===== config.mk =====
export PLATFORM = sky130hd
export DESIGN_NAME = conv_quad
export DESIGN_NICKNAME = d
export VERILOG_FILES = /design/src/hdl/cnl_data_pkg.sv /design/src/hdl/conv_quad.sv
export VERILOG_INCLUDE_DIRS = /design/src /design/src/hdl
export SDC_FILE = /design/constraint.sdc
export NUM_CORES = 2
export LEC_CHECK = 0
export BUFFER_PORTS_ARGS = -buffer_cell sky130_fd_sc_hd__buf_2
export CELL_PAD_IN_SITES_DETAIL_PLACEMENT = 0
export CELL_PAD_IN_SITES_GLOBAL_PLACEMENT = 2
export CORE_MARGIN = 8
export CORE_UTILIZATION = 35
export DETAILED_ROUTE_END_ITERATION = 10
export PLACE_DENSITY_LB_ADDON = 0.12
export SKIP_CTS_REPAIR_TIMING = 1
export SYNTH_ARGS = -nofsm -noshare
export SYNTH_HDL_FRONTEND = slang
export SYNTH_SLANG_ARGS = --single-unit
export TNS_END_PERCENT = 30

===== constraint.sdc =====
create_clock -name clk_core -period 5.95 [get_ports clk_core]
set_clock_uncertainty 0.2 [all_clocks]
set_input_delay 0.595 -clock clk_core [delete_from_list [all_inputs] [get_ports clk_core]]
set_output_delay 0.595 -clock clk_core [all_outputs]
set_load 0.01 [all_outputs]

===== src/hdl/cnl_params.svh =====
`ifndef CNL_PARAMS_SVH
`define CNL_PARAMS_SVH

// data widths, all signed
`define CNL_PIXEL_WIDTH     8
`define CNL_WEIGHT_WIDTH    8
`define CNL_PSUM_WIDTH      20

// 3x3 kernel
`define CNL_NUM_TAPS        9

// quads in the cascade
`define CNL_NUM_QUADS       2

// kernel memory depth
`define CNL_NUM_KERNELS     16

// fifo depths
`define CNL_CASCADE_DEPTH   4
`define CNL_RESULT_DEPTH    4

`endif


===== src/hdl/cnl_data_pkg.sv =====
`default_nettype none
`include "cnl_params.svh"

package cnl_data_pkg;

    typedef logic signed [`CNL_PIXEL_WIDTH-1:0] pixel_t;
    typedef logic signed [`CNL_WEIGHT_WIDTH-1:0] weight_t;
    typedef logic signed [`CNL_PSUM_WIDTH-1:0] psum_t;
    typedef logic [$clog2(`CNL_NUM_KERNELS)-1:0] kernel_idx_t;

    // tap 0 sits in the low bits
    typedef struct packed {
        weight_t [`CNL_NUM_TAPS-1:0] tap;
    } kernel_t;

    typedef struct packed {
        pixel_t [`CNL_NUM_TAPS-1:0] tap;
    } slice_t;

    // one depth slice per quad, quad 0 in the low bits
    typedef struct packed {
        slice_t [`CNL_NUM_QUADS-1:0] quad;
    } window_t;

endpackage

`default_nettype wire


===== src/hdl/conv_quad.sv =====
`timescale 1ns/100ps
`default_nettype none
`include "cnl_params.svh"

module conv_quad #(
    parameter int MASTER = 1
) (
    input  wire logic                      clk_core,
    input  wire logic                      rst,

    input  wire logic                      job_start,
    input  wire cnl_data_pkg::kernel_idx_t kernel_idx,

    output logic                           rd_req,
    output cnl_data_pkg::kernel_idx_t      rd_idx,
    input  wire logic                      rd_grant,
    input  wire logic                      rd_valid,
    input  wire cnl_data_pkg::kernel_t     rd_kernel,

    input  wire logic                      slice_valid,
    output logic                           slice_ready,
    input  wire cnl_data_pkg::slice_t      slice,

    input  wire logic                      casc_valid,
    output logic                           casc_ready,
    input  wire cnl_data_pkg::psum_t       casc,

    output logic                           out_valid,
    input  wire logic                      out_ready,
    output cnl_data_pkg::psum_t            out_psum
);

    localparam int PROD_W = `CNL_PIXEL_WIDTH + `CNL_WEIGHT_WIDTH;

    cnl_data_pkg::kernel_t    kernel_q;
    logic                     kern_ok;
    logic                     s1_valid;
    logic signed [PROD_W-1:0] s1_prod [`CNL_NUM_TAPS];
    logic                     s1_ready;
    logic                     s1_load;
    logic                     s2_ready;
    logic                     s2_load;
    logic                     casc_ok;
    cnl_data_pkg::psum_t      sum_c;

    ////////////////////////////////////////////////////////////
    // kernel fetch
    ////////////////////////////////////////////////////////////

    // index is held by the job controller for the whole job
    assign rd_idx = kernel_idx;

    always_ff @(posedge clk_core) begin
        if (rst) begin
            rd_req  <= 1'b0;
            kern_ok <= 1'b0;
        end else if (job_start) begin
            rd_req  <= 1'b1;
            kern_ok <= 1'b0;
        end else begin
            if (rd_grant) begin
                rd_req <= 1'b0;
            end
            if (rd_valid) begin
                kern_ok <= 1'b1;
            end
        end
    end

    always_ff @(posedge clk_core) begin
        if (rd_valid) begin
            kernel_q <= rd_kernel;
        end
    end

    ////////////////////////////////////////////////////////////
    // two-stage multiply-accumulate
    ////////////////////////////////////////////////////////////

    // the master quad has no partial sum to wait for
    assign casc_ok     = (MASTER != 0) || casc_valid;
    assign s2_ready    = !out_valid || out_ready;
    assign s2_load     = s1_valid && casc_ok && s2_ready;
    assign s1_ready    = !s1_valid || s2_load;
    assign slice_ready = kern_ok && s1_ready;
    assign s1_load     = slice_valid && slice_ready;
    assign casc_ready  = (MASTER == 0) ? s2_load : 1'b0;

    // adder tree of the nine products plus cascade input
    always_comb begin
        sum_c = (MASTER != 0) ? '0 : casc;
        for (int t = 0; t < `CNL_NUM_TAPS; t++) begin
            sum_c = sum_c + cnl_data_pkg::psum_t'(s1_prod[t]);
        end
    end

    always_ff @(posedge clk_core) begin
        if (rst) begin
            s1_valid  <= 1'b0;
            out_valid <= 1'b0;
        end else begin
            if (s1_ready) begin
                s1_valid <= s1_load;
            end
            if (s2_ready) begin
                out_valid <= s1_valid && casc_ok;
            end
        end
    end

    always_ff @(posedge clk_core) begin
        if (s1_load) begin
            for (int t = 0; t < `CNL_NUM_TAPS; t++) begin
                s1_prod[t] <= slice.tap[t] * kernel_q.tap[t];
            end
        end
        if (s2_load) begin
            out_psum <= sum_c;
        end
    end

endmodule

`default_nettype wire


# Word level (Yosys, flattened, before mapping)
# Memories as Yosys holds them, arrays and structs flattened.
# Cells that the tools add are included.
[totals] reg_bits=96 ramBits=144 input_bits=176 output_inout_bits=28 word_cells=45 mem_count=1
[mem_list] memory="s1_prod" depth=9 width=16 rd=9 rd_ports_with_merged_regs=0 write_ports=9 line="conv_quad.sv:38" rtl="logic signed [PROD_W-1:0] s1_prod [`CNL_NUM_TAPS];"
[classes] add_sub_neg=8 mul=9 n_mux=4 reduce_logical=9
[ops] cell="$mul 8x8->16" count=9
[ops] cell="$add 20x16->20" count=4
[ops] cell="$add 19x16->20" count=1
[ops] cell="$add 18x16->19" count=1
[ops] cell="$add 17x16->18" count=1
[ops] cell="$add 16x16->17" count=1
[ops] cell="$mux 1" count=4
[ops] cell="$logic_and 1x1->1" count=3
[ops] cell="$logic_not 1->1" count=2
[ops] cell="$logic_or 1x1->1" count=2
[ops] cell="$reduce_bool 2->1" count=1
[ops] cell="$reduce_or 2->1" count=1

# Depth between registers and ports, before layout
# An unclocked memory read counts as a cell.
[logic_depth] word_depth=9 mapped_depth=19 depth_no_buf=19

# Worst setup path after synthesis
# No wires, ideal clock.
[synth_timing] path_kind="input-to-reg" start="input out_ready" end="memory s1_prod[0][0] (netlist name), enable pin" setup_ps=521 arrival_ps=4396 required_time_ps=5229 path_slack_ps=834 cell_stages=3 n_path_buf=0 path_cell_list="nor2b_1 -> a21boi_0 -> and2_1"
[synth_lines] item="from (decl)" line="conv_quad.sv:29" rtl="input wire logic out_ready,"
[synth_lines] item="to (decl)" line="conv_quad.sv:38"

==> reports/results.ini <==
[outcome]
status = complete, no violations

[cells_and_area]
drive_gt1_frac = 0.0712
fin_cells = 4695
areaGrowthSynthToFinish_pct = 13.0
layout.nets = 4480
mostFrequentLayoutCell = inv_1
fill_cells = 9153
layout_common_cells = 871 x inv_1, 610 x fa_1, 369 x and2_1

[timing]
worst_slew_pin_slew_ps = 1130
min_period_ps = 5100
finalHoldViolCount = 0
rsz0062_at_grt = false
tns_ps = 0
slew-limit-headroom = 0.241
slew_violations = 0
finalSetupViolations = 0
setup_ws_ps = 845
fin_crit_sh = 0.858
max_freq_mhz = 196
holdWs_ps = 28.7

[route]
wire_per_inst_um = 16.4
wl_um = 76800
ant_nets = 0
via_count = 20700
drc = 0
vias_per_cell = 4.41
drt_iter0_markers = 889
drt-pass1-iter-count = 5

[yosys]
synth_fp_nets = 4198
synth-seq-cells = 240
syn_inst = 3131
netlist.area_leader.share = 0.371
async_reset_ff_frac = 0
syn_area_um2 = 32900
synth-edff-count = 236
ys_top_cells_by_area = fa_1 37%, edfxtp_1 22%, ha_1 11%, inv_1 9.9%, and2_1 7.0%
yosys_warnings = 0
synthFlopType = edfxtp_1
synth_area_leader_cell = fa_1
avgSynthCellArea_um2 = 10.5
yosys.cell_types.count = 50
seq_area_frac_synth = 0.218

[clocking]
cts_buffers = 36
cts.sinks = 240
clkLatencyLatePin_ps = 590
clock-root-buffer = clkbuf_16
clk_path_buf_depth = 3
cts_tree = yes
htreeDepth = 2
path_clk_slew_ps = 60

[global_routing]
grt_first_pass_wirelength_um = 127000
grt_usage = 0.155
first_global_vias = 23000
grt-ovfl-total = 0
grt_max_degree = 146
antenna_found_initial = 2

[place]
port_buffers = 173
dp_cells = 4556
dp_hpwl_um = 66100
place_ws_ps = 695
place_congestion = 0.775

[job]
drv_cap = 0

[floorplanning]
core_area_um2 = 93200
rows = 112
io_pins = 204
start_util = 0.353
die-area_um2 = 104000
die_y_um = 323
die_x_um = 323

[setup_path]
worstSetupPathType = flip-flop to flip-flop
r2r-end = out_psum[18]
setup.worst_path.start_class = flip-flop
reg2reg_slack_ps = 850
worstPathArrival_ps = 5210
crit_required_ps = 6060
crit_fanout = 3
rr_startpoint = s1_prod[0][98]
worstRegToRegCells = 16
end_kind = flip-flop

[hold_path]
min_from = rd_kernel[22]
hold_path_end = kernel_q[22]
hold_path_class = primary input to flip-flop
holdPathStages = 1

per-stage QoR:
step	utilization	area (um2)
after global routing	0.399	37200
after detailed placement	0.379	35300
after CTS	0.391	36400
after global placement	0.379	35300
after floorplan	-	32900
final	0.399	37200
worst max-delay path by stage:
stage                         startpoint         endpoint  slack, ps  cells past startpoint
final                     s1_prod[0][98]     out_psum[18]        850                     16
after CTS                 s1_prod[0][98]     out_psum[18]        790                     16
after global placement         slice[11]   s1_prod[0][30]        690                     16
after global routing        kernel_q[50]  s1_prod[0][110]        480                     15
after detailed placement       slice[51]  s1_prod[0][110]        700                     16
after floorplan                out_ready    s1_prod[0][0]        830                      3
flip-flops by register name, indices dropped and copies added, names as in the netlist:
signal	cells
kernel_q	72
rd_req	1
s1_prod	144
out_valid	1
s1_valid	1
out_psum	20
kern_ok	1
synth_stat cells (2+ instances only):
| cell type | n |
|---|---|
| nor2b_1 | 24 |
| nand3_1 | 9 |
| xnor2_1 | 114 |
| and2_1 | 370 |
| xor2_1 | 24 |
| ha_1 | 281 |
| nor2_1 | 91 |
| o22ai_1 | 2 |
| a21boi_0 | 13 |
| nand2b_1 | 39 |
| a211oi_1 | 4 |
| o21ai_0 | 46 |
| a221oi_1 | 5 |
| or3_1 | 5 |
| o2111ai_1 | 4 |
| a31oi_1 | 4 |
| nor3_1 | 23 |
| nand2_1 | 189 |
| o211ai_1 | 6 |
| and3_1 | 5 |
| a21oi_1 | 66 |
| buf_4 | 5 |
| fa_1 | 610 |
| nand3b_1 | 3 |
| dfxtp_1 | 4 |
| inv_1 | 871 |
| o311ai_0 | 8 |
| a21o_1 | 27 |
| a31o_2 | 4 |
| edfxtp_1 | 236 |
| o21a_1 | 14 |
| or2_2 | 3 |
| nand4_1 | 5 |
critical path, stage by stage (launching register included):
cell	delay [ps]
edfxtp_1	390
fa_1	580
fa_1	470
fa_1	550
inv_1	50
fa_1	470
inv_1	40
ha_1	190
inv_1	90
fa_1	260
nor2b_4	60
o31ai_2	250
a21oi_2	140
a311oi_4	400
a21boi_2	120
a21o_1	200
a311o_1	360
kinds of logic after synthesis:
logic type / after synthesis / synth area share
AO/OA/AOI/OAI: 216 / 0.0424
XOR/XNOR: 138 / 0.0367
adder cells (fa/ha/maj): 891 / 0.478
buffers and inverters: 876 / 0.101
flip-flops: 240 / 0.218
multiplexers: 1 / 0.000304
other: 1 / 0.000114
AND/OR/NAND/NOR: 768 / 0.124
area by class of cell:
class                   count  area, um2  area share
inverters                 871       3270      0.0879
well taps                1254       1570      0.0422
multi-input cells        2015      22400       0.603
flip-flops and latches    240       7170       0.193
diodes                      1       2.50   0.0000673
clock inverters            18        163     0.00437
repair buffers            249       1630      0.0439
clock buffers              47        952      0.0256
per-layer routing:
layer  share of wire  up-vias  global-route usage
li1                -    10000                   -
met1            0.45    10400               0.206
met2            0.50      229               0.269
met3           0.029       67              0.0194
met4           0.019        0              0.0358
met5               0        -                   0
Power is left out: the tool's default activity adds up to more than one toggle a clock period on the data nets, which glitch-free logic cannot reach.
