### config.mk
export PLATFORM = sky130hd
export DESIGN_NAME = fifo_fwft
export DESIGN_NICKNAME = d
export VERILOG_FILES = /design/src/hdl/fifo_fwft.sv
export SDC_FILE = /design/constraint.sdc
export NUM_CORES = 1
export LEC_CHECK = 0
export ABC_CLOCK_PERIOD_IN_PS = 2000
export BUFFER_PORTS_ARGS = -buffer_cell sky130_fd_sc_hd__buf_2
export CORE_MARGIN = 4
export CORE_UTILIZATION = 30
export DETAILED_ROUTE_END_ITERATION = 7
export PLACE_DENSITY_LB_ADDON = 0.1
export SLEW_MARGIN = 20
export SYNTH_ARGS = -nofsm -noshare
export SYNTH_HDL_FRONTEND = slang
export SYNTH_SLANG_ARGS = --single-unit
### constraint.sdc
create_clock -name clk_core -period 2 [get_ports clk_core]
set_input_delay 0.4 -clock clk_core [delete_from_list [all_inputs] [get_ports clk_core]]
set_output_delay 0.4 -clock clk_core [all_outputs]
set_load 0.01 [all_outputs]
### src/hdl/fifo_fwft.sv
`timescale 1ns/100ps
`default_nettype none

module fifo_fwft #(
    parameter type payload_t = logic [7:0],
    parameter int  DEPTH     = 4
) (
    input  wire logic     clk_core,
    input  wire logic     rst,

    input  wire logic     wr_valid,
    output logic          wr_ready,
    input  wire payload_t wr_data,

    output logic          rd_valid,
    input  wire logic     rd_ready,
    output payload_t      rd_data
);

    localparam int PTR_W = (DEPTH > 1) ? $clog2(DEPTH) : 1;
    localparam int CNT_W = $clog2(DEPTH + 1);

    payload_t           mem [DEPTH];
    logic [PTR_W-1:0]   wr_ptr;
    logic [PTR_W-1:0]   rd_ptr;
    logic [CNT_W-1:0]   count;
    logic               push;
    logic               pop;

    // head word always on the output
    assign wr_ready = (count != CNT_W'(DEPTH));
    assign rd_valid = (count != '0);
    assign rd_data  = mem[rd_ptr];

    assign push = wr_valid && wr_ready;
    assign pop  = rd_valid && rd_ready;

    always_ff @(posedge clk_core) begin
        if (push) begin
            mem[wr_ptr] <= wr_data;
        end
    end

    always_ff @(posedge clk_core) begin
        if (rst) begin
            wr_ptr <= '0;
            rd_ptr <= '0;
            count  <= '0;
        end else begin
            if (push) begin
                wr_ptr <= (wr_ptr == PTR_W'(DEPTH - 1)) ? '0 : wr_ptr + 1'b1;
            end
            if (pop) begin
                rd_ptr <= (rd_ptr == PTR_W'(DEPTH - 1)) ? '0 : rd_ptr + 1'b1;
            end
            // simultaneous push and pop leaves the count alone
            if (push && !pop) begin
                count <= count + 1'b1;
            end else if (pop && !push) begin
                count <= count - 1'b1;
            end
        end
    end

endmodule

`default_nettype wire

; After elaboration in Yosys (flattened, before gate mapping)
; Memory sizes are Yosys's and may differ from the RTL's. A register that Yosys moved wholly into a read port is not among the register bits.
; Index checks and enable logic that the tools add are counted.
[totals]
regBits = 7
latchBits = 0
ramBits = 32
romBits = 0
in_bits = 12
output_inout_bits = 10
mem_count = 1
[op_classes]
add_sub_neg = 4
multipliers = 0
div_mod_pow = 0
n_lt_le_gt_ge = 0
n_eq_ne = 3
n_shift = 0
n_mux = 8
bitwise = 0
reduce_logical = 8
[memory_table]
columns = memory, words, width, read_ports, rd_ports_with_merged_regs, write_ports, line
row1 = mem, 4, 8, 1, 1, 1, 23  ; payload_t mem [DEPTH];
[ops]
columns = cell, n
row1 = 2-bit 2-to-1 mux, 4
row2 = 3-bit 2-to-1 mux, 2
row3 = "2-bit by 1-bit adder with 2-bit output, second input constant", 2
row4 = "2-bit == test, second input constant", 2
row5 = 1-bit logical AND, 4
row6 = "3-bit by 1-bit adder with 3-bit output, second input constant", 1
row7 = "3-bit inequality test, second input constant", 1
row8 = 3-bit nonzero test, 1
row9 = "3-bit by 1-bit subtractor with 3-bit output, second input constant", 1
row10 = 1-bit zero test, 2
row11 = 1-bit 2-to-1 mux, 2
row12 = 2-bit nonzero test, 1

; Depth between registers and ports, before layout
[logic_depth]
word_depth = 6
depth_mapped = 9
mapped_depth_nobuf = 8

; Worst setup path before layout
; No wires, ideal clock.
[synth_timing]
path_type = flip-flop to flip-flop
startpoint = register count[0]
endpoint = register count[2]
setup_ns = 0.070
arrival_time_ns = 2.101
required_time_ns = 1.930
slack_ns = -0.171
stages_incl_launch_ff = 10
path_buffers = 1
path_cell_list = dfxtp_1 -> or3b_1 -> clkbuf_2 -> and2_4 -> ha_1 -> inv_1 -> fa_1 -> xor2_1 -> or3_2 -> a21oi_1
[synth_between]
elab_chain_cells = 5
word_cells_on_any_way = 13
cone_classes = add/sub: 2 / eq/ne: 1 / mux: 2 / reduce/logical: 8
[synth_rtl]
columns = element, line
row1 = from (decl), 26  ; logic [CNT_W-1:0] count;
row2 = from (signal assigned), 58  ; count <= count + 1'b1;
row3 = from (signal assigned), 60  ; count <= count - 1'b1;
row4 = 3-bit inequality test *, 31  ; assign wr_ready = (count != CNT_W'(DEPTH));
row5 = via wr_ready, 12  ; output logic wr_ready,
row6 = 1-bit logical AND *, 35  ; assign push = wr_valid && wr_ready;
row7 = via push, 27  ; logic push;
row8 = 1-bit zero test, 59  ; end else if (pop && !push) begin
row9 = 1-bit logical AND, 59
row10 = 2-bit nonzero test (no source line), n/a
; The timed path passes the listed nets; every way through them passes the cells marked *. The select of a mux whose other input is x is not followed.
; A chain may end at the register's enable or synchronous reset.

; Final worst setup path
[layout_timing]
startpoint = register count[2]
endpoint = register count[2]
[layout_between]
elab_chain_cells = 5
word_cells_on_any_way = 13
cone_classes = add/sub: 2 / eq/ne: 1 / mux: 2 / reduce/logical: 8
[layout_rtl]
columns = element, line
row1 = 3-bit inequality test *, 31
row2 = 1-bit logical AND *, 35
row3 = via push, 27
row4 = 1-bit zero test, 59
row5 = 1-bit logical AND, 59
row6 = 2-bit nonzero test (no source line), n/a
; Marks and branches as above.

==> impl.org <==
** Status
- The flow ran to the end, and the final reports show no timing, DRC or antenna violations.

** Clocking
- The clock net in this run drives a total of 41 sinks.
- At the later pin of the worst-skew pair, clock insertion delay measures 0.29 ns.
- Clock-pin slew of the registers on the worst-case setup and hold paths :: 0.08 ns
- Number of H-tree levels :: 2
- Buffers inserted during clock tree synthesis total 5.
- TritonCTS built the clock tree.
- Root buffer selected by CTS :: clkbuf_8
- Buffers inserted to repair hold after CTS numbered 0.
- Maximum buffer depth of the clock tree :: 2

** Worst setup path
- In this run the critical register-to-register path is launched from count[2]$_SDFFE_PP0P_.
- Number of cells on the worst reg-to-reg path :: 8
- Across all register-to-register paths, the minimum setup slack is 0.05 ns.
- STA puts the critical path data arrival time at 2.17 ns.
- Startpoint class of the critical path :: register
- Data on the critical path is required at its endpoint by 2.22 ns.
- The worst register-to-register path ends at count[2]$_SDFFE_PP0P_.
- Type of the setup path with the least slack :: reg -> reg
- Crit path max fanout :: 5
- Critical path capture point type :: register

** STA
- Worst clock skew :: 0.00438 ns
- After layout, the worst path uses 97.4% of the clock period.
- Hold violation total from the final report :: 0
- Final hold analysis gives a worst-case slack of 0.325 ns.
- Adding up every negative setup slack in the final design gives 0 ns.
- The worst path needs 1.95 ns of the cycle, external delays included.
- Maximum clock frequency :: 0.513 GHz
- Across all setup checks in the final design, the least slack found is 0.0525 ns.
- Setup violations remaining at the end of the flow were counted as 0.
- Slew Viols, Final :: 0
- Actual transition at the worst max-transition pin :: 0.437 ns
- In this run the tightest slew margin relative to its limit is 70.8%.

** Routing
- The detailed router finished its first iteration with 40 violations.
- The count of nets left with antenna violations once routing finished came out at 0.
- Post-detailed-route DRC marker count :: 0
- Routed length on met3 :: 151 um
- Via-to-Cell Ratio :: 4.38
- Routed metal-1 wire length :: 1210 um
- After detailed routing, the average wire length per cell comes to 14.8 um.
- Via total after detailed routing :: 833
- TritonRoute pass-1 iters :: 2
- Routed Wire Length :: 2810 um
- Routed length on met2 :: 1390 um
- Highest routed metal layer :: met4

** Logic synthesis
- Top post-synthesis cells by area :: edfxtp_1 59%, dfxtp_1 11%, mux4_2 11%, ha_1 4.6%, mux2i_1 1.8%
- Cell count after synthesis :: 90
- The Yosys step of the flow raised 0 warnings.
- The number of nets handed over by synthesis was 109.
- Mean post-synth cell area :: 18.2 um2
- Yosys mapped the design onto 26 distinct sky130hd cell types.
- Summing the sequential cell areas from Yosys gives 69.8% of the chip area.
- Area share of the largest cell type after synthesis :: 58.8%
- The largest total area in the synthesized netlist belongs to edfxtp_1.
- Post-synthesis register bit count :: 41
- Summing every instance area after synthesis gives 1630 um2.

** Placement
- Post-DP HPWL :: 1930 um
- Port Buffers :: 21
- RePlAce Congestion :: 0.781
- Worst setup slack before clock tree synthesis :: 0.0190 ns

** Die
- Total number of placement rows :: 26
- Die Span Y :: 81.8 um
- The initial utilization of the core area, before any placement, comes to 31.4%.
- DIE AREA :: 6690 um2
- Core outline area :: 5200 um2
- The die is 81.8 um wide.
- IO Count :: 22

** Flow run
- Count of maximum capacitance violations :: 0

** Power and ir drop
- The analysis attributes to cell leakage a power of 0.714 nW.
- Overall power consumption after layout is estimated at 2.44 mW.
- Across the VDD grid, the largest voltage drop is 0.000710 V.
- Ratio of total power to cell area :: 1230 nW/um2

** Global routing
- Number of antenna violations at the first check in global routing :: 0
- Global routing used 9.60% of the available tracks across all layers.
- Entering global routing, the biggest net connects 14 pins.
- Wire length of the first global-routing pass :: 4510 um
- The total overflow left after global routing is 0.
- The number of global-route vias before repair is 883.

** Finish
- Final net count :: 138
- Fraction of layout cells with a size suffix above 1 :: 48.3%
- Number of diodes :: 0
- Area added between synthesis and finish :: 21.6%
- Fill count :: 510

** Worst hold path
- For hold timing, the worst endpoint is mem[1][4]$_DFFE_PP_.
- In this run the most critical hold path is launched from wr_data[4].
- Path class of the lowest-slack min-delay path :: in -> reg
- Instance count along the most critical hold path :: 1
## cells by family after synthesis
| logic type | Yosys count | synth area share (%) |
|---|---|---|
| mux | 11 | 12.9 |
| flops | 41 | 69.8 |
| compound gates | 5 | 2.14 |
| xor+xnor | 2 | 1.07 |
| simple gates | 17 | 6.51 |
| buf+inv | 7 | 1.76 |
| fa+ha+maj | 7 | 5.82 |
## cells in the mapped netlist
cell type / count
a21oi_1: 2
and2_4: 1
and3_2: 4
buf_1: 1
buf_2: 1
clkbuf_1: 1
clkbuf_2: 1
dfxtp_1: 9
edfxtp_1: 32
fa_1: 1
ha_1: 6
inv_1: 3
mux2i_1: 3
mux4_2: 8
nand2_1: 1
nand2b_1: 2
nand3_1: 1
nor2_1: 3
nor3_1: 1
o21ai_0: 1
o31ai_1: 1
o31ai_2: 1
or3_1: 1
or3_2: 2
or3b_1: 1
xor2_1: 2
## placed cells by master, fill, tap and decap left out, types with 2 or more instances in the layout
| master | count |
|---|---|
| clkbuf_8 | 5 |
| and3_2 | 4 |
| dfxtp_4 | 3 |
| edfxtp_1 | 32 |
| dfxtp_1 | 6 |
| ha_1 | 5 |
| nand2b_1 | 2 |
| buf_2 | 21 |
| a21oi_1 | 2 |
| mux4_2 | 8 |
| mux2i_1 | 3 |
| nor2_1 | 3 |
| buf_4 | 5 |
| inv_1 | 2 |
## sequential cells by signal (all words and copies together) (netlist names), named ones only
register / cells
count: 3
mem: 32
rd_ptr: 2
wr_ptr: 2
## how the worst max path moves through the flow
stage,start,end,slack [ns],cells after the start
floorplan,count[0]$_SDFFE_PP0P_,count[2]$_SDFFE_PP0P_,0.02,9
global placement,wr_valid,count[2]$_SDFFE_PP0P_,0.11,8
detailed placement,count[1]$_SDFFE_PP0P_,count[2]$_SDFFE_PP0P_,0.02,7
CTS,count[1]$_SDFFE_PP0P_,count[2]$_SDFFE_PP0P_,0.02,7
global route,count[2]$_SDFFE_PP0P_,count[2]$_SDFFE_PP0P_,-0.01,8
finish,count[2]$_SDFFE_PP0P_,count[2]$_SDFFE_PP0P_,0.05,8
## worst max-delay path, cell delays in order (launching register included)
cell     delay, ns
dfxtp_4       0.37
or3b_4        0.23
and2_4        0.15
ha_4          0.13
inv_2         0.03
fa_2          0.35
xor2_2        0.18
or3_4         0.31
a21oi_1       0.12
## cell type report
type                            count  area [um2]  share of cell area, %
Tap cell                           70        87.6                   4.41
Clock buffer                        6        72.6                   3.65
Inverter                            3        11.3                  0.567
Timing Repair Buffer               26         143                   7.18
Sequential cell                    41        1150                   58.0
Multi-Input combinational cell     42         507                   25.5
Clock inverter                      2        13.8                  0.693
## per-layer routing
layer,up-vias,track usage (%)
met3,6,4.17
li1,400,-
met1,408,11.6
met5,-,0
met2,19,15.0
met4,0,3.99
## metrics by stage
step	instance area, um2	util (%)	std cells
6_report	1990	38.2	190
3_3_place_gp	1860	35.8	180
4_1_cts	1950	37.4	188
5_1_grt	1990	38.2	190
2_1_floorplan	1670	-	90
3_5_place_dp	1860	35.8	180
## what timing repair did
item                       in CTS  in global routing
buffers inserted                0                  2
resized for setup               0                  5
setup endpoints to repair       0                  2
## power breakdown
group,switching (mW),total [mW],internal [mW]
combinational,0.342,0.756,0.414
sequential,0.0961,1.16,1.06
clock,0.277,0.524,0.247
No activity file was read; power rests on OpenSTA's default activity.
