### config.mk
export PLATFORM = sky130hd
export DESIGN_NAME = weight_bram_arb
export DESIGN_NICKNAME = d
export VERILOG_FILES = /design/src/hdl/cnl_data_pkg.sv /design/src/hdl/cnl_job_pkg.sv /design/src/hdl/weight_bram_arb.sv
export VERILOG_INCLUDE_DIRS = /design/src /design/src/hdl
export SDC_FILE = /design/constraint.sdc
export NUM_CORES = 2
export LEC_CHECK = 0
export BUFFER_PORTS_ARGS = -buffer_cell sky130_fd_sc_hd__buf_2
export CAP_MARGIN = 30
export CORE_MARGIN = 2
export CORE_UTILIZATION = 55
export CTS_CLUSTER_DIAMETER = 80
export CTS_CLUSTER_SIZE = 14
export DETAILED_ROUTE_END_ITERATION = 8
export PLACE_DENSITY_LB_ADDON = 0.3
export SLEW_MARGIN = 10
export SYNTH_ARGS = -nofsm -noshare
export SYNTH_HDL_FRONTEND = slang
export SYNTH_SLANG_ARGS = --single-unit
### constraint.sdc
create_clock -name clk_core -period 9.6 [get_ports clk_core]
set_clock_uncertainty 0.1 [all_clocks]
set_input_delay 1.44 -clock clk_core [delete_from_list [all_inputs] [get_ports clk_core]]
set_output_delay 1.44 -clock clk_core [all_outputs]
set_load 0.05 [all_outputs]
### src/hdl/cnl_params.svh
`ifndef CNL_PARAMS_SVH
`define CNL_PARAMS_SVH

// data widths, all signed
`define CNL_PIXEL_WIDTH     8
`define CNL_WEIGHT_WIDTH    8
`define CNL_PSUM_WIDTH      20

// 3x3 kernel
`define CNL_NUM_TAPS        9

// quads in the cascade
`define CNL_NUM_QUADS       2

// kernel memory depth
`define CNL_NUM_KERNELS     16

// fifo depths
`define CNL_CASCADE_DEPTH   4
`define CNL_RESULT_DEPTH    4

`endif

### src/hdl/cnl_data_pkg.sv
`default_nettype none
`include "cnl_params.svh"

package cnl_data_pkg;

    typedef logic signed [`CNL_PIXEL_WIDTH-1:0] pixel_t;
    typedef logic signed [`CNL_WEIGHT_WIDTH-1:0] weight_t;
    typedef logic signed [`CNL_PSUM_WIDTH-1:0] psum_t;
    typedef logic [$clog2(`CNL_NUM_KERNELS)-1:0] kernel_idx_t;

    // tap 0 sits in the low bits
    typedef struct packed {
        weight_t [`CNL_NUM_TAPS-1:0] tap;
    } kernel_t;

    typedef struct packed {
        pixel_t [`CNL_NUM_TAPS-1:0] tap;
    } slice_t;

    // one depth slice per quad, quad 0 in the low bits
    typedef struct packed {
        slice_t [`CNL_NUM_QUADS-1:0] quad;
    } window_t;

endpackage

`default_nettype wire

### src/hdl/cnl_job_pkg.sv
`default_nettype none
`include "cnl_params.svh"

package cnl_job_pkg;

    // num_windows of 0 stands for 256 windows
    typedef struct packed {
        cnl_data_pkg::kernel_idx_t [`CNL_NUM_QUADS-1:0] kidx;
        logic [7:0]                                     num_windows;
    } job_t;

    // one whole kernel per write
    typedef struct packed {
        cnl_data_pkg::kernel_idx_t addr;
        cnl_data_pkg::kernel_t     data;
    } weight_wr_t;

endpackage

`default_nettype wire

### src/hdl/weight_bram_arb.sv
`timescale 1ns/100ps
`default_nettype none
`include "cnl_params.svh"

module weight_bram_arb (
    input  wire logic                                        clk_core,
    input  wire logic                                        rst,

    input  wire logic                                        wr_valid,
    output logic                                             wr_ready,
    input  wire cnl_job_pkg::weight_wr_t                     wr,

    input  wire logic [`CNL_NUM_QUADS-1:0]                   rd_req,
    input  wire cnl_data_pkg::kernel_idx_t [`CNL_NUM_QUADS-1:0] rd_idx,
    output logic [`CNL_NUM_QUADS-1:0]                        rd_grant,
    output logic [`CNL_NUM_QUADS-1:0]                        rd_valid,
    output cnl_data_pkg::kernel_t                            rd_kernel
);

    localparam int NQ = `CNL_NUM_QUADS;
    localparam int QW = (NQ > 1) ? $clog2(NQ) : 1;

    cnl_data_pkg::kernel_t mem [`CNL_NUM_KERNELS];

    logic [QW-1:0] last_q;
    logic [QW-1:0] gnt_idx;
    logic [QW-1:0] cand;
    logic          gnt_any;
    logic          wr_fire;

    // writes are never refused
    assign wr_ready = 1'b1;
    assign wr_fire  = wr_valid && wr_ready;

    ////////////////////////////////////////////////////////////
    // round-robin grant, starting after the last winner
    ////////////////////////////////////////////////////////////

    always_comb begin
        rd_grant = '0;
        gnt_idx  = last_q;
        gnt_any  = 1'b0;
        cand     = last_q;
        for (int k = 1; k <= NQ; k++) begin
            cand = QW'((int'(last_q) + k) % NQ);
            // a write in this cycle blocks every grant
            if (!gnt_any && !wr_fire && rd_req[cand]) begin
                gnt_any = 1'b1;
                gnt_idx = cand;
            end
        end
        if (gnt_any) begin
            rd_grant[gnt_idx] = 1'b1;
        end
    end

    always_ff @(posedge clk_core) begin
        if (rst) begin
            rd_valid <= '0;
            // quad 0 wins the first tie
            last_q   <= QW'(NQ - 1);
        end else begin
            rd_valid <= rd_grant;
            if (gnt_any) begin
                last_q <= gnt_idx;
            end
        end
    end

    ////////////////////////////////////////////////////////////
    // kernel memory
    ////////////////////////////////////////////////////////////

    always_ff @(posedge clk_core) begin
        if (wr_fire) begin
            mem[wr.addr] <= wr.data;
        end
        if (gnt_any) begin
            rd_kernel <= mem[rd_idx[gnt_idx]];
        end
    end

endmodule

`default_nettype wire

[Word level (Yosys, flattened, before mapping)]
Memories as Yosys holds them, arrays and structs flattened. A register that Yosys moved wholly into a read port is not among the register bits.
Cells that the tools add are included.
Storage, ports and cells
  register bits after elaboration: 3
  memory bits (writable): 1152
  logic and storage cells: 30
  memories kept: 1
Cells by class
  add/sub/neg operators: 2
  magnitude comparators: 4
  muxes and demuxes: 15
  reductions and logical operators: 6
Memory list
  mem: depth 16, bits a word 72, read ports 1, clocked after Yosys merged registers in 1, write ports 1, line weight_bram_arb.sv:23  | cnl_data_pkg::kernel_t mem [`CNL_NUM_KERNELS];
Operators with widths (count)
  $mux W1: 11
  $mux W4: 2
  $lt A1 B2 Y1 const B: 3
  $logic_and A1 B1 Y1: 4
  $add A1 B1 Y1 const B: 2
  $logic_not A1 Y1: 2
  $mux W2: 1
  $demux W1 S1: 1
  $ge A1 B1 Y1 const B: 1

[Depth between registers and ports, before layout]
  word-level depth: 14
  depth in mapped cells: 10
  gate-level depth less buffers: 6

[Worst setup path after synthesis]
Ideal clock, no wire load.
  path kind: input to register
  start: in wr[74] in the netlist's numbering
  end: mem mem[0][0] in the netlist's numbering, enable pin
  library setup time: 0.680 ns
  data arrival time: 8.565 ns
  slack: 0.254 ns
  stages: 2
  path buffers: 1
  cells stage by stage: clkbuf_1 > nor4_1
RTL lines
  from (decl): line weight_bram_arb.sv:11  | input wire cnl_job_pkg::weight_wr_t wr,
  to (decl): line weight_bram_arb.sv:23
No word-level cell before the write port.

[Worst setup path in the final report]
  start: in wr_valid
  end: reg, netlist name rd_kernel[56]
Between the ends
  word-level cells in the longest chain between the ends: 9
  elaborated cells between the ends (all ways): 11
  those cells by class: mux (6); reduce/logical (5)
Ends and longest elaborated chain
  from (decl): line weight_bram_arb.sv:9  | input wire logic wr_valid,
  $logic_not A1 Y1 *: line weight_bram_arb.sv:47  | if (!gnt_any && !wr_fire && rd_req[cand]) begin
  $logic_and A1 B1 Y1: line weight_bram_arb.sv:47
  $mux W1: line weight_bram_arb.sv:47
  $logic_not A1 Y1: line weight_bram_arb.sv:47
  $logic_and A1 B1 Y1 (2 in a row): line weight_bram_arb.sv:47
  $mux W1: line weight_bram_arb.sv:47
  $mux W4 (not written as such) (2 in a row): line weight_bram_arb.sv:79  | rd_kernel <= mem[rd_idx[gnt_idx]];
Mark *: on every way between the ends. The rest lies on a longest branch, timed or not. The select of a mux whose other input is x is not followed.
A chain may end at the register's enable or synchronous reset.

==> metrics.md <==
| Metric | Value |
|---|---|
| Status | complete, no violations |
| Flops & latches, synth | 1227 |
| Layout area overhead | 10.5% |
| Flop pwr share | 56.5% |
| Logic pwr share | 10.5% |
| RSZ-0062 raised after global routing | no |
| FMAX | 0.213 GHz |
| Syn Std Cell Area | 46100 µm² |
| Ys flop type | edfxtp_1 |
| # fillers | 5737 |
| Pwr/cell area | 213 nW/µm² |
| Gpl congestion | 0.789 |
| Post-CTS sizing | 0 |
| Skew-Pair Late Insertion Delay | 0.65 ns |
| Final hold violations | 0 |
| Final setup fails | 0 |
| Setup Fix Bufs, Post-CTS | 0 |
| Period minus WS final | 4.69 ns |
| Grt peak-use layer | met2 |
| Internal power | 8.35 mW |
| Layout cells sized above 1 | 13.9% |
| FF-to-FF path depth | 9 |
| Library cells used by synthesis | 29 |
| Hold depth | 3 |
| Detailed router's first-iteration violation count | 2975 |
| R2r startpoint | last_q |
| CTS tree | built |
| Slew Limit Fails | 0 |
| Cts hold-fix bufs | 0 |
| Instance count of the mapped netlist | 2354 |
| Tot Pwr | 10.9 mW |
| TritonRoute pass-1 iters | 5 |
| Critical path arrival | 4.97 ns |
| Yosys top cell by area | edfxtp_1 |
| First-pass GRT wire length | 155000 µm |
| Crit. End Element | flop |
| Clock power share | 33.0% |
| Initial Utilization | 55.4% |
| Startpoint Class | input port |
| Final instance area | 51000 µm² |
| Slew margin rel. | 31.2% |
| Initial antenna violation count | 22 |
| Synth top area share | 79.7% |
| Reg-to-reg slack, setup | 5.46 ns |
| Placed cell area | 48300 µm² |
| Vias in the first global route | 23100 |
| Synth async-reset ratio | 0% |
| EDFF count, synth | 1224 |
| Total net switching power | 2.50 mW |
| Die Ht | 294 µm |
| Overflow after GRT | 0 |
| Final HPWL DP | 54800 µm |
| DRT antenna net count | 0 |
| Vias/cell | 6.40 |
| Placed cell count | 3527 |
| Final cell count without fillers | 3656 |
| Top area cells in the synthesized netlist | edfxtp_1 (80%), mux2i_1 (13%), o22ai_1 (3.9%) |
| Net Count, Synth | 2443 |
| Clock transition at path regs | 0.06 ns |
| Largest net degree at the start of global routing | 137 |
| Setup Total Neg Slack | 0 ns |
| Leakage | 18.1 nW |
| Commonest non-fill, non-tap cell in the layout | edfxtp_1 |
| Hold WS | 0.597 ns |
| Root Driver | clkbuf_16 |
| Overall routing resource usage | 24.9% |
| Die Footprint | 86200 µm² |
| WP data required | 9.88 ns |
| Final period util | 48.8% |
| # rows | 106 |
| Port bufs | 164 |
| Max_cap viols | 0 |
| Worst VDD drop | 0.148 mV |
| WL/cell | 29.6 µm |
| Critical path class | in2reg |
| CTS Sinks | 1227 |
| Core box area | 83300 µm² |
| Switch share | 23.1% |
| CTS H-tree lvls | 3 |
| GR Util met3 | 6.50% |
| CTS max path bufs | 3 |
| I/O pins | 166 |
| Final nets | 2637 |
| Worst Path Max Fanout | 47 |
| Commonest cells after routing, fill and taps aside | edfxtp_1 (1224), mux2i_1 (580), o22ai_1 (288) |
| Worst R2R End | rd_kernel[56] |
| Hold Crit Start | mem[3][53] |
| Hold worst-path end | rd_kernel[53] |
| Final WL | 108000 µm |
| Post-route DRC | 0 |
| Mean Syn Cell Area | 19.6 µm² |
| Worst Hold Class | reg2reg |
| Met1 GRT Util | 34.8% |
| Worst-Margin Slew | 1.03 ns |
| M2 GR Usage | 39.1% |
| Ys Warns | 0 |
| Die W | 294 µm |
| Detailed-route via count | 23400 |
| Sequential-to-total area share from yosys stat | 79.8% |
| CTS Buf Count | 98 |
==> worst max path at each step <==
stage	start	endpoint	slack [ns]	depth (start not counted)
2_1_floorplan	wr[74]	mem[0][0]	0.25	2
5_1_grt	wr_valid	rd_kernel[56]	4.69	10
4_1_cts	wr_valid	rd_kernel[56]	4.69	9
3_3_place_gp	wr_valid	rd_kernel[58]	4.08	9
6_report	wr_valid	rd_kernel[56]	4.91	10
3_5_place_dp	wr_valid	rd_kernel[58]	3.99	9
==> metal layers <==
metal	vias to the layer above	part of all wire, %
met5	-	0.15
met4	22	2.5
met3	215	11
met2	1134	47
met1	12000	39
li1	10000	-
==> synthesized netlist by cell type, drive strengths merged (3+ instances only) <==
master,n
a22o,4
buf,100
clkbuf,28
dfxtp,3
dlygate4sd1,3
edfxtp,1224
mux2i,580
nand2b,6
nand3b,4
nor2,9
nor3,8
o221ai,8
o22ai,288
or3b,3
or4,72
==> metrics by stage <==
step                      utilization (%)  worst slack [ns]
after floorplan                         -             0.254
after global placement               57.7              4.08
final                                61.2              4.91
after detailed placement             58.0              3.99
after CTS                            61.2              4.69
after global routing                 61.2              4.69
==> logic make-up (layout without fill, tap and decap cells) <==
family / after synthesis / count (layout) / share of synthesized area [%]
flops: 1227 / 1227 / 79.8
mux: 580 / 580 / 12.6
compound gates: 303 / 303 / 4.18
buf+inv: 132 / 342 / 1.76
simple gates: 111 / 111 / 1.66
other cells: 1 / 13 / 0.00813
==> power groups by stage <==
stage / clock [mW] / sequential, mW / combinational (mW)
global route: 3.84 / 6.14 / 1.20
floorplan: 0 / 6.40 / 0.632
CTS: 3.64 / 6.14 / 1.13
detailed placement: 0 / 6.25 / 1.13
global placement: 0 / 6.25 / 1.08
finish: 3.58 / 6.13 / 1.13
==> area by class of cell <==
| type | count | area, µm² | share of cell area [%] |
|---|---|---|---|
| clock buffers | 111 | 2560 | 5.03 |
| inverters | 1 | 3.75 | 0.00736 |
| clock inverters | 5 | 68.8 | 0.135 |
| multi-input cells | 995 | 8640 | 16.9 |
| repair buffers | 225 | 1520 | 2.97 |
| well taps | 1080 | 1350 | 2.65 |
| flip-flops and latches | 1227 | 36800 | 72.2 |
| diodes | 12 | 30.0 | 0.0589 |
==> sequential cells by signal, indices dropped and copies added (netlist names) <==
name and count:
last_q 1, rd_valid 2, mem 1152, rd_kernel 72
==> critical path, cell delays in order <==
cell	delay, ns
buf_2	0.18
nand2b_1	0.26
o221ai_1	0.24
a22o_4	0.29
buf_16	0.33
buf_4	0.65
buf_4	0.59
mux2i_1	0.26
o22ai_1	0.09
or4_1	0.56
No activity file was read; power rests on OpenSTA's default activity.
